--- src/design/cu_params.svh ---
`ifndef CU_PARAMS_SVH
`define CU_PARAMS_SVH

// Instruction field widths
`define CU_OPCODE_W 6
`define CU_FUNCT_W 6

// Step counter and phase lengths
`define CU_STEP_W 3
`define CU_FETCH_STEPS 6
`define CU_ADD_STEPS 3

// Datapath mux select widths
`define CU_ALUSRCA_W 2
`define CU_ALUSRCB_W 3
`define CU_REGDST_W 2
`define CU_MEMTOREG_W 3
`define CU_SELBYTE_W 2

// ALU operand A sources
`define CU_SRCA_PC 2'd1
`define CU_SRCA_REGA 2'd2

// ALU operand B sources
`define CU_SRCB_REGB 3'd0
`define CU_SRCB_FOUR 3'd1
// Sign-extended, shifted immediate
`define CU_SRCB_OFFSET 3'd4

// Register file write address takes rd
`define CU_REGDST_RD 2'd1

// Register file write data from ALUOut
`define CU_MEMTOREG_ALUOUT 3'd6

// Full word passes through the byte selector
`define CU_SELBYTE_WORD 2'd2

`endif

--- src/design/cu_pkg.sv ---
`default_nettype none

`include "cu_params.svh"

package cu_pkg;

    // Major state of the control unit
    typedef enum logic [1:0] {
        phaseReset,
        phaseFetch,
        phaseAdd
    } phaseT;

    // ALU operation codes driven on aluOp
    typedef enum logic [2:0] {
        aluPass = 3'd0,
        aluAdd  = 3'd1
    } aluOpT;

    // Primary opcode field, bits 31:26
    // Only the R-type class is decoded
    typedef enum logic [`CU_OPCODE_W-1:0] {
        opRType = 6'h00
    } opcodeT;

    // Function field of R-type instructions, bits 5:0
    typedef enum logic [`CU_FUNCT_W-1:0] {
        fnAdd = 6'h20
    } functT;

endpackage

`default_nettype wire

--- src/design/controlSequencer.sv ---
`default_nettype none

`include "cu_params.svh"

module controlSequencer (
    input wire clk,
    input wire reset,
    input wire cu_pkg::opcodeT opcode,
    input wire cu_pkg::functT funct,
    output cu_pkg::phaseT phase,
    output logic [`CU_STEP_W-1:0] step
);

    localparam logic [`CU_STEP_W-1:0] lastFetchStep = `CU_STEP_W'(`CU_FETCH_STEPS - 1);
    localparam logic [`CU_STEP_W-1:0] lastAddStep = `CU_STEP_W'(`CU_ADD_STEPS - 1);

    logic isAdd;

    // Only consulted on the decode step
    assign isAdd = (opcode == cu_pkg::opRType) && (funct == cu_pkg::fnAdd);

    always_ff @(posedge clk) begin
        if (reset) begin
            phase <= cu_pkg::phaseReset;
            step <= '0;
        end else begin
            case (phase)
                cu_pkg::phaseReset: begin
                    // Reset released, start the first fetch
                    phase <= cu_pkg::phaseFetch;
                    step <= '0;
                end

                cu_pkg::phaseFetch: begin
                    if (step == lastFetchStep) begin
                        // Decode step
                        step <= '0;
                        if (isAdd) begin
                            phase <= cu_pkg::phaseAdd;
                        end else begin
                            // Unsupported instructions go straight back to fetch
                            phase <= cu_pkg::phaseFetch;
                        end
                    end else begin
                        step <= step + 1'b1;
                    end
                end

                cu_pkg::phaseAdd: begin
                    if (step == lastAddStep) begin
                        phase <= cu_pkg::phaseFetch;
                        step <= '0;
                    end else begin
                        step <= step + 1'b1;
                    end
                end

                default: begin
                    // Unused encoding, recover into fetch
                    phase <= cu_pkg::phaseFetch;
                    step <= '0;
                end
            endcase
        end
    end

endmodule

`default_nettype wire

--- src/design/controlUnit.sv ---
`default_nettype none

`include "cu_params.svh"

module controlUnit (
    input wire clk,
    input wire reset,
    input wire cu_pkg::opcodeT opcode,
    input wire cu_pkg::functT funct,
    output logic pcWrite,
    output logic memRead,
    output logic irWrite,
    output logic regWrite,
    output logic controlA,
    output logic controlB,
    output logic aluOutWrite,
    output logic rstOut,
    output cu_pkg::aluOpT aluOp,
    output logic [`CU_ALUSRCA_W-1:0] aluSrcA,
    output logic [`CU_ALUSRCB_W-1:0] aluSrcB,
    output logic [`CU_REGDST_W-1:0] regDst,
    output logic [`CU_MEMTOREG_W-1:0] memToReg,
    output logic [`CU_SELBYTE_W-1:0] selectByteSrc
);

    // Phase and step executed on the next edge
    cu_pkg::phaseT phase;
    logic [`CU_STEP_W-1:0] step;

    controlSequencer sequencer (
        .clk(clk),
        .reset(reset),
        .opcode(opcode),
        .funct(funct),
        .phase(phase),
        .step(step)
    );

    controlWordGen wordGen (
        .clk(clk),
        .reset(reset),
        .phase(phase),
        .step(step),
        .pcWrite(pcWrite),
        .memRead(memRead),
        .irWrite(irWrite),
        .regWrite(regWrite),
        .controlA(controlA),
        .controlB(controlB),
        .aluOutWrite(aluOutWrite),
        .rstOut(rstOut),
        .aluOp(aluOp),
        .aluSrcA(aluSrcA),
        .aluSrcB(aluSrcB),
        .regDst(regDst),
        .memToReg(memToReg),
        .selectByteSrc(selectByteSrc)
    );

endmodule

`default_nettype wire

--- src/design/controlWordGen.sv ---
`default_nettype none

`include "cu_params.svh"

module controlWordGen (
    input wire clk,
    input wire reset,
    input wire cu_pkg::phaseT phase,
    input wire [`CU_STEP_W-1:0] step,
    output logic pcWrite,
    output logic memRead,
    output logic irWrite,
    output logic regWrite,
    output logic controlA,
    output logic controlB,
    output logic aluOutWrite,
    output logic rstOut,
    output cu_pkg::aluOpT aluOp,
    output logic [`CU_ALUSRCA_W-1:0] aluSrcA,
    output logic [`CU_ALUSRCB_W-1:0] aluSrcB,
    output logic [`CU_REGDST_W-1:0] regDst,
    output logic [`CU_MEMTOREG_W-1:0] memToReg,
    output logic [`CU_SELBYTE_W-1:0] selectByteSrc
);

    always_ff @(posedge clk) begin
        if (reset) begin
            pcWrite <= 1'b0;
            memRead <= 1'b0;
            irWrite <= 1'b0;
            regWrite <= 1'b0;
            controlA <= 1'b0;
            controlB <= 1'b0;
            aluOutWrite <= 1'b0;
            rstOut <= 1'b1;
            aluOp <= cu_pkg::aluPass;
            aluSrcA <= '0;
            aluSrcB <= '0;
            regDst <= '0;
            memToReg <= '0;
            selectByteSrc <= '0;
        end else begin
            // Everything idles unless the row below says otherwise
            pcWrite <= 1'b0;
            memRead <= 1'b0;
            irWrite <= 1'b0;
            regWrite <= 1'b0;
            controlA <= 1'b0;
            controlB <= 1'b0;
            aluOutWrite <= 1'b0;
            rstOut <= 1'b0;
            aluOp <= cu_pkg::aluPass;
            aluSrcA <= '0;
            aluSrcB <= '0;
            regDst <= '0;
            memToReg <= '0;
            selectByteSrc <= '0;

            case (phase)
                cu_pkg::phaseFetch: begin
                    if (step <= 3'd3) begin
                        // Read instruction into IR, PC <= PC + 4
                        pcWrite <= 1'b1;
                        memRead <= 1'b1;
                        irWrite <= 1'b1;
                        aluOp <= cu_pkg::aluAdd;
                        aluSrcA <= `CU_SRCA_PC;
                        aluSrcB <= `CU_SRCB_FOUR;
                    end else if (step == 3'd4) begin
                        // Load A and B, branch target computed speculatively
                        memRead <= 1'b1;
                        controlA <= 1'b1;
                        controlB <= 1'b1;
                        aluOp <= cu_pkg::aluAdd;
                        aluSrcA <= `CU_SRCA_PC;
                        aluSrcB <= `CU_SRCB_OFFSET;
                    end
                    // Step 5 is decode, idle row
                end

                cu_pkg::phaseAdd: begin
                    controlA <= 1'b1;
                    controlB <= 1'b1;
                    regDst <= `CU_REGDST_RD;
                    aluSrcA <= `CU_SRCA_REGA;
                    aluSrcB <= `CU_SRCB_REGB;
                    if (step == 3'd0) begin
                        // A + B latched into ALUOut
                        aluOutWrite <= 1'b1;
                    end else begin
                        // Write back ALUOut to rd
                        regWrite <= 1'b1;
                        memToReg <= `CU_MEMTOREG_ALUOUT;
                        selectByteSrc <= `CU_SELBYTE_WORD;
                    end
                end

                default: begin
                    // Reset phase leaves the idle word
                end
            endcase
        end
    end

endmodule

`default_nettype wire

--- config.mk ---
export PLATFORM = sky130hd
export DESIGN_NAME = controlUnit
export DESIGN_NICKNAME = d
export VERILOG_FILES = /design/src/design/cu_pkg.sv /design/src/design/controlSequencer.sv /design/src/design/controlUnit.sv /design/src/design/controlWordGen.sv
export VERILOG_INCLUDE_DIRS = /design/src /design/src/design
export SDC_FILE = /design/constraint.sdc
export NUM_CORES = 1
export LEC_CHECK = 0
export BUFFER_PORTS_ARGS = -buffer_cell sky130_fd_sc_hd__buf_2
export CAP_MARGIN = 5
export CORE_MARGIN = 1
export CORE_UTILIZATION = 38
export CTS_CLUSTER_SIZE = 16
export DETAILED_ROUTE_END_ITERATION = 10
export HOLD_SLACK_MARGIN = 0.05
export PLACE_DENSITY = 0.69
export SYNTH_ARGS = -nofsm -noshare
export SYNTH_HDL_FRONTEND = slang
export SYNTH_SLANG_ARGS = --single-unit
--- constraint.sdc ---
create_clock -name clk -period 1.4 [get_ports clk]
set_input_delay 0.35 -clock clk [delete_from_list [all_inputs] [get_ports clk]]
set_output_delay 0.35 -clock clk [all_outputs]
set_load 0.01 [all_outputs]
# Word level (Yosys, flattened, before mapping)

Cells that the tools add are included.

Mux-type cells: 25
Divide/modulo/power cells: 0
Magnitude comparators: 1
Reductions and logical operators: 7
$mul: 0
Bitwise operators: 2
Add/subtract/negate cells: 1
Shifts and indexed selects: 0
Equal/unequal tests: 8

Operators by type and width:

| cell                                                           | number |
|---|---|
| 2-to-1 mux 1 bit                                               | 12 |
| 2-to-1 mux 3 bit                                               | 4 |
| 2-to-1 mux 2 bit                                               | 5 |
| one-hot mux 2 bit (2 select lines)                             | 2 |
| == test 3 bit, second input constant                           | 2 |
| == test 6 bit, second input constant                           | 1 |
| logical NOT 6 bit                                              | 1 |
| one-hot mux 3 bit (2 select lines)                             | 1 |
| != test 2 x 1 -> 1 bit, second input constant                  | 2 |
| OR reduction 2 bit                                             | 2 |
| adder 3 x 1 -> 3 bit, second input constant                    | 1 |
| == test 3 x 2 -> 1 bit, second input constant                  | 1 |
| less-or-equal comparator 3 x 2 -> 1 bit, second input constant | 1 |
| logical NOT 3 bit                                              | 1 |
| OR reduction 3 bit                                             | 1 |
| == test 2 x 1 -> 1 bit, second input constant                  | 1 |
| == test 2 bit, second input constant                           | 1 |
| inverter 1 bit                                                 | 2 |
| one-hot mux 1 bit (2 select lines)                             | 1 |
| AND reduction 2 bit                                            | 1 |
| logical AND 1 bit                                              | 1 |

Word-level logic and storage cells: 60
Memory bits (writable): 0
Bits of input ports: 14
ROM bits: 0
Memories: 0
Bits in latches: 0
Register bits: 26
Output and inout bits: 23

# Depth between registers and ports, before layout

Gate-level depths: netlist of the first run.

Depth after elaboration: 5
Gate-level depth with buffers: 6
Depth with buffers taken out: 6

# Modules after synthesis

Synthesis of the first run repeated with hierarchy kept, for this count alone.

Cells, all modules: 73
Area total of the unflattened synthesis: 734.5 um^2

Modules (own cells, without submodules):

| module           | sequential area each (um^2) | cells an instance | times used | area each (um^2) |
|---|---|---|---|---|
| controlWordGen   | 200.2                       | 41                | 1          | 450.4 |
| controlSequencer | 100.1                       | 32                | 1          | 284.0 |

# Worst setup path before layout of the first run

OpenSTA, ideal clock, no wires.

Path type: reg-to-reg
Start point: reg sequencer.phase[0]
End point: reg sequencer.phase[1]
Stages on the path, launching flop included: 7
Buffers on the path: 0
Setup time: 0.062 ns
Path slack: -0.047 ns
Required time: 1.338 ns
Arrival time: 1.385 ns
Period minus slack after synthesis: 1.447 ns
Path through: dfxtp_1 -> inv_1 -> ha_1 -> and4bb_1 -> nor3_2 -> mux2_2 -> nor2_2

Word-level cells in the longest chain between the ends: 3

Ends and longest elaborated chain:

| item                                                    | line                   | text |
|---|---|---|
| start, declared                                         | controlSequencer.sv:10 | `output cu_pkg::phaseT phase,` |
| start signal, assigned                                  | controlSequencer.sv:24 | `phase <= cu_pkg::phaseReset;` |
| start signal, assigned                                  | controlSequencer.sv:30 | `phase <= cu_pkg::phaseFetch;` |
| start signal, assigned                                  | controlSequencer.sv:39 | `phase <= cu_pkg::phaseAdd;` |
| == test 2 bit or == test 2 x 1 -> 1 bit (tied branches) | controlSequencer.sv:27 | `case (phase)` |
| != test 2 x 1 -> 1 bit (no source line)                 | --                     |  |
| AND reduction 2 bit (no source line)                    | --                     |  |

Several ways; a longest one is shown, not always the timed one.
A chain may end at the register's enable or synchronous reset.

# Final worst setup path of the first run

Ends and elaborated chain as after synthesis.

==> results of run 1 <==
## flip-flops by register name, indices dropped and copies added, names as in the netlist
register and cells:
sequencer.phase 2, sequencer.step 3, wordGen.aluOp 1, wordGen.aluOutWrite 1
wordGen.aluSrcA 2, wordGen.aluSrcB 1, wordGen.controlB 1, wordGen.irWrite 1
wordGen.memToReg 1, wordGen.rstOut 1
## placed cells by master (no fill, tap or decap), types with 2 or more instances in the layout
| cell | synthesis | final |
|---|---|---|
| buf_2 | 0 | 30 |
| dfxtp_1 | 14 | 12 |
| nor2_1 | 11 | 10 |
| buf_4 | 14 | 7 |
| conb_1 | 1 | 6 |
| nand2_1 | 4 | 3 |
| nor3_1 | 3 | 3 |
| clkbuf_4 | 0 | 3 |
| nor2_2 | 1 | 2 |
| nor4_1 | 2 | 2 |
| a21oi_1 | 2 | 2 |
| ha_4 | 0 | 2 |
## repair_timing
| item | CTS | global route |
|---|---|---|
| resized for setup | 6 | 4 |
| setup buffers | 1 | 0 |
| pin swaps | 3 | 0 |
| setup endpoints to repair | 2 | 4 |
## Yosys cell counts, drive strengths merged
cell type	count
nor4b	2
dfxtp	14
a21boi	1
ha	3
or2b	1
nand2	4
conb	1
nor3b	1
buf	14
nor2b	1
a21oi	2
xnor2	1
a31oi	1
and3	1
nor3	4
nor4	2
and4bb	1
nor2	12
inv	3
and2	1
nand4	1
a211oi	1
mux2	1
o21ai	1
## worst paths after layout
| check | from | to | slack, ns | cells after the start |
|---|---|---|---|---|
| worst max-delay path | sequencer.phase[0] | sequencer.phase[1] | -0.004 | 6 |
| worst min-delay path | reset | wordGen.rstOut | 0.28 | 1 |
| worst max register to register | sequencer.phase[0] | sequencer.phase[1] | -0.004 | 6 |
| worst min register to register | sequencer.step[1] | sequencer.step[1] | 0.57 | 2 |
## layout make-up
class	instances	share of cell area (%)
Clock buffer	4	3.893
Inverter	3	1.477
Multi-Input combinational cell	48	37.85
Sequential cell	14	30.60
Tap cell	24	3.221
Timing Repair Buffer	38	22.95
## routing by layer
metal	GRT usage, %	vias to the layer above	wire length, µm
met1	15.23	249	506
met4	12.73	0	47
met5	0	-	0
li1	-	294	-
met3	1.224	5	89
met2	26.76	38	635
## logic make-up (layout without fill, tap and decap cells)
| logic type | count (synthesis) | after routing |
|---|---|---|
| compound gates | 6 | 6 |
| xor+xnor | 1 | 1 |
| fa+ha+maj | 3 | 3 |
| buf+inv | 17 | 45 |
| flops | 14 | 14 |
| mux | 1 | 1 |
| other cells | 1 | 6 |
| simple gates | 31 | 31 |
## power by group through the flow
stage / Sequential (mW) / Clock [mW] / Combinational [mW]
2_1_floorplan: 0.427 / 0 / 0.0616
3_3_place_gp: 0.423 / 0 / 0.0913
3_5_place_dp: 0.423 / 0 / 0.0923
4_1_cts: 0.415 / 0.298 / 0.105
5_1_grt: 0.415 / 0.310 / 0.116
6_report: 0.413 / 0.297 / 0.107
## per-stage QoR
stage	utilization, %	instances	area (µm²)	TNS (ns)
2_1_floorplan	-	79	719.4	-0.02563
3_3_place_gp	53.14	126	847.1	-0.04940
5_1_grt	58.48	131	932.1	-0.1286
6_report	58.48	131	932.1	-0.004063
3_5_place_dp	53.14	126	847.1	-0.1801
4_1_cts	57.77	131	920.9	-0.009417
## critical path, delay by kind of cell (launching register included)
family                   cells  cell delay (ns)
adder cells (fa/ha/maj)      1             0.14
flip-flops                   1             0.35
AND/OR/NAND/NOR              3             0.47
buffers and inverters        1             0.07
multiplexers                 1             0.32
==> metrics.txt, run 1 <==
status=complete, but fails checks; violated checks=negative setup slack; largest net degree at the start of global routing=9; die width=44.29 µm; nets=125; DR pass1 iterations=4; clock-pin slew on the worst setup and hold paths=0.09 ns; DP HPWL=952 µm; CP startpoint kind=register; Hold Path Class=input pin to register; Std-Cell Rows=14; crit path cell chain=inv_2 -> ha_4 -> and4bb_1 -> nor3_4 -> mux2_4 -> nor2_2; largest family of logic cells by synthesized area=simple AND/OR/NAND/NOR gates; max-cap violations=0; slowest CP cell=dfxtp_2; FF/Latch Area=285.3 µm²; Hold WS=0.2816 ns; Combinational Power Share=13.1%; number of synthesis warnings=0; CTS H-tree depth=1; Setup CP Type=register to register; Initial Utilization=42.62%; delay of the slowest cell on the worst path=0.35 ns; fin crit share=100.3%; sw frac=24.38%; Layout Skew=0.002717 ns; Area contributors post-synth=dfxtp_1 (41%), buf_4 (15%), nor2_1 (6.1%); simple-gate share of the synthesized area=27.26%; total grt overflow=0; Synth Area in Compound Gates=5.341%; DIE HEIGHT=44.29 µm; Cells after Synth=74; Total GRT Usage=14.84%; n_diodes=0; Mapped Avg Cell Area=9.181 µm²; Static Leak=0.4380 nW; Fin. Hold Viols=0; Clk Latency, worst-skew pair=0.29 ns; vias per cell=4.473; Clk pwr share=36.3%; post-synthesis cell area=679.4 µm²; Die ar.=1961 µm²; register bit total from synthesis=14; cell taking the most area after synthesis=dfxtp_1; # port buffers=30; post-route worst setup slack=-0.004063 ns; clock buffer depth=2; total wire length=1.278 mm; Net Sw Power=199.3 µW; max-slew violations=0; CTS root buf=clkbuf_4; CP max FO=3; post-synthesis cell type count=27; IO Count=37; Synth top area share=41.25%; dpl ws=-0.09980 ns; area delta synth->final=37.20%; initial antenna violation count=0; Total Power=817.3 µW; CTS Buf Count=3; RSZ-0062 raised after global routing=true; Synth Area in Adders=5.525%; # clock sinks=14; PD cells=876.8 nW/µm²; Final setup viols=1; core area=1594 µm²; share of cells above drive strength 1=52.34%; fill cell count=147; minimum clock period after layout=1.404 ns; share of power burned in registers=50.6%; first-pass GRT wire length=2.049 mm; Max IR drop VDD=0.0003896 V; Iter 0 DRT Violations=12; register area share after synthesis=41.25%; antenna violation net count after detailed routing=0; hold buffer count at CTS=0; vias in the first global route=488; Fmax achieved=712.2 MHz; DRC Markers=0; Post-Synth XOR/XNOR Area=1.289%; crit path DAT=1.63 ns; critical path capture point type=register; Pint=618.0 µW; multi-input logic area=352.8 µm²; CP required=1.63 ns; routability cong.=0.7583; multiplexer share of the synthesized area=1.657%; Vias=586; CTS tree=yes; wire per inst=9.756 µm
(Power assumes the default switching activity.)
==> run 2: changes to the inputs <==
- CORE_UTILIZATION: 38 -> 42
- PLACE_DENSITY: 0.69 -> 0.72
- SETUP_SLACK_MARGIN: unset -> 0.15
- clock period: 1.4 -> 1.6 ns (I/O delays scaled with it)
==> metrics.txt, run 2 (same netlist as run 1, synthesis figures left out) <==
status=finished, final reports clean; # clock sinks=14; Iter 0 DRT Violations=7; delay of the slowest cell on the worst path=0.37 ns; fill cell count=149; Total GRT Usage=15.03%; initial antenna violation count=0; max-cap violations=0; hold buffer count at CTS=0; largest net degree at the start of global routing=9; Setup CP Type=register to register; multi-input logic area=351.6 µm²; Fin. Hold Viols=0; clock-pin slew on the worst setup and hold paths=0.08 ns; FF/Latch Area=284.0 µm²; DRC Markers=0; CP startpoint kind=register; first-pass GRT wire length=2.007 mm; critical path capture point type=register; final setup TNS=0 ns; Fmax achieved=691.9 MHz; Reg with most FFs=sequencer.step; most frequent cells in the layout=buf_2 (30), nor2_1 (11), dfxtp_1 (11), conb_1 (6), nand2_1 (4); Top Registers=sequencer.step x3, sequencer.phase x2, wordGen.aluSrcA x2; max-slew violations=0; CTS root buf=clkbuf_4; CTS H-tree depth=1; antenna violation net count after detailed routing=0; total grt overflow=0; CP max FO=6; Largest register FFs=3; total wire length=1.247 mm; DIE HEIGHT=42.22 µm; Initial Utilization=45.10%; Layout Skew=0.002486 ns; # port buffers=30; Std-Cell Rows=14; minimum clock period after layout=1.445 ns; Die ar.=1783 µm²; IO Count=37; crit path cell chain=inv_2 -> ha_4 -> nor4b_4 -> nor3_4 -> mux2_4 -> nor2_2; Vias=570; share of cells above drive strength 1=46.46%; clock buffer depth=2; Clk Latency, worst-skew pair=0.28 ns; Net Sw Power=161.8 µW; vias per cell=4.957; DR pass1 iterations=4; DR top layer=met4; slowest CP cell=dfxtp_2; sw frac=25.10%; Pint=482.8 µW; share of power burned in registers=56.5%; post-route worst setup slack=0.1547 ns; CTS Buf Count=3; CP bufs+invs=1; die width=42.22 µm; Static Leak=0.3979 nW; DP HPWL=913.7 µm; fin crit share=90.33%; CP top delay family=simple AND/OR/NAND/NOR gates; PD cells=761.0 nW/µm²; placed cell area=763.2 µm²; Hold Path Class=input pin to register; Combinational Power Share=12.5%; vias in the first global route=486; wire per inst=10.84 µm; CTS tree=yes; Final setup viols=0; Max IR drop VDD=0.0003626 V; final instance area=847.1 µm²; Clk pwr share=31.0%; routed length on met2=615 µm; commonest non-fill, non-tap cell in the layout=buf_2; routability cong.=0.8178; CP required=1.82 ns; nets=118; core area=1506 µm²; crit path DAT=1.67 ns; met3 wire len=111 µm; final core utilization=56.23%; M1 wire length=478 µm; area delta synth->final=24.68%; dpl ws=0.04771 ns; n_diodes=0; RSZ-0062 raised after global routing=true
## run 2: area by class of cell
cell class / instances / area share (%)
well taps: 16 / 2.363
multi-input cells: 48 / 41.51
flip-flops and latches: 14 / 33.53
inverters: 3 / 1.329
clock buffers: 3 / 2.659
repair buffers: 31 / 18.61
## run 2: worst paths after layout
path | from | end | slack (ns) | depth (start not counted)
hold reg to reg | sequencer.phase[0] | sequencer.phase[0] | 0.52 | 2
hold / removal | reset | wordGen.rstOut | 0.33 | 1
setup / recovery | sequencer.phase[1] | sequencer.phase[1] | 0.15 | 6
setup reg to reg | sequencer.phase[1] | sequencer.phase[1] | 0.15 | 6
## run 2: metal layers
layer	track usage [%]	vias to the layer above
met1	14.82	247
met3	3.879	4
met4	8.125	0
met2	28.00	38
met5	0	-
li1	-	281
## run 2: per-stage QoR
step	std cells	hold slack, ns	power, mW
after floorplan	79	0.4277	0.4244
after global placement	111	0.4810	0.4375
after detailed placement	111	0.4854	0.4397
after CTS	115	0.3282	0.6382
after global routing	115	0.3201	0.6722
final	115	0.3281	0.6446
## run 2: power by group through the flow
stage / Clock (mW) / Sequential, mW / Combinational, mW
floorplan: 0 / 0.373 / 0.0516
global placement: 0 / 0.370 / 0.0676
detailed placement: 0 / 0.371 / 0.0690
CTS: 0.197 / 0.364 / 0.0767
global route: 0.219 / 0.365 / 0.0874
finish: 0.200 / 0.364 / 0.0807
## run 2: what timing repair did
| action | 4_1_cts | 5_1_grt |
|---|---|---|
| pin swaps | 4 | 2 |
| endpoints found under the hold margin | 0 | 0 |
| buffers inserted | 1 | 0 |
| gates resized for setup | 12 | 1 |
| endpoints found under the setup margin | 2 | 1 |
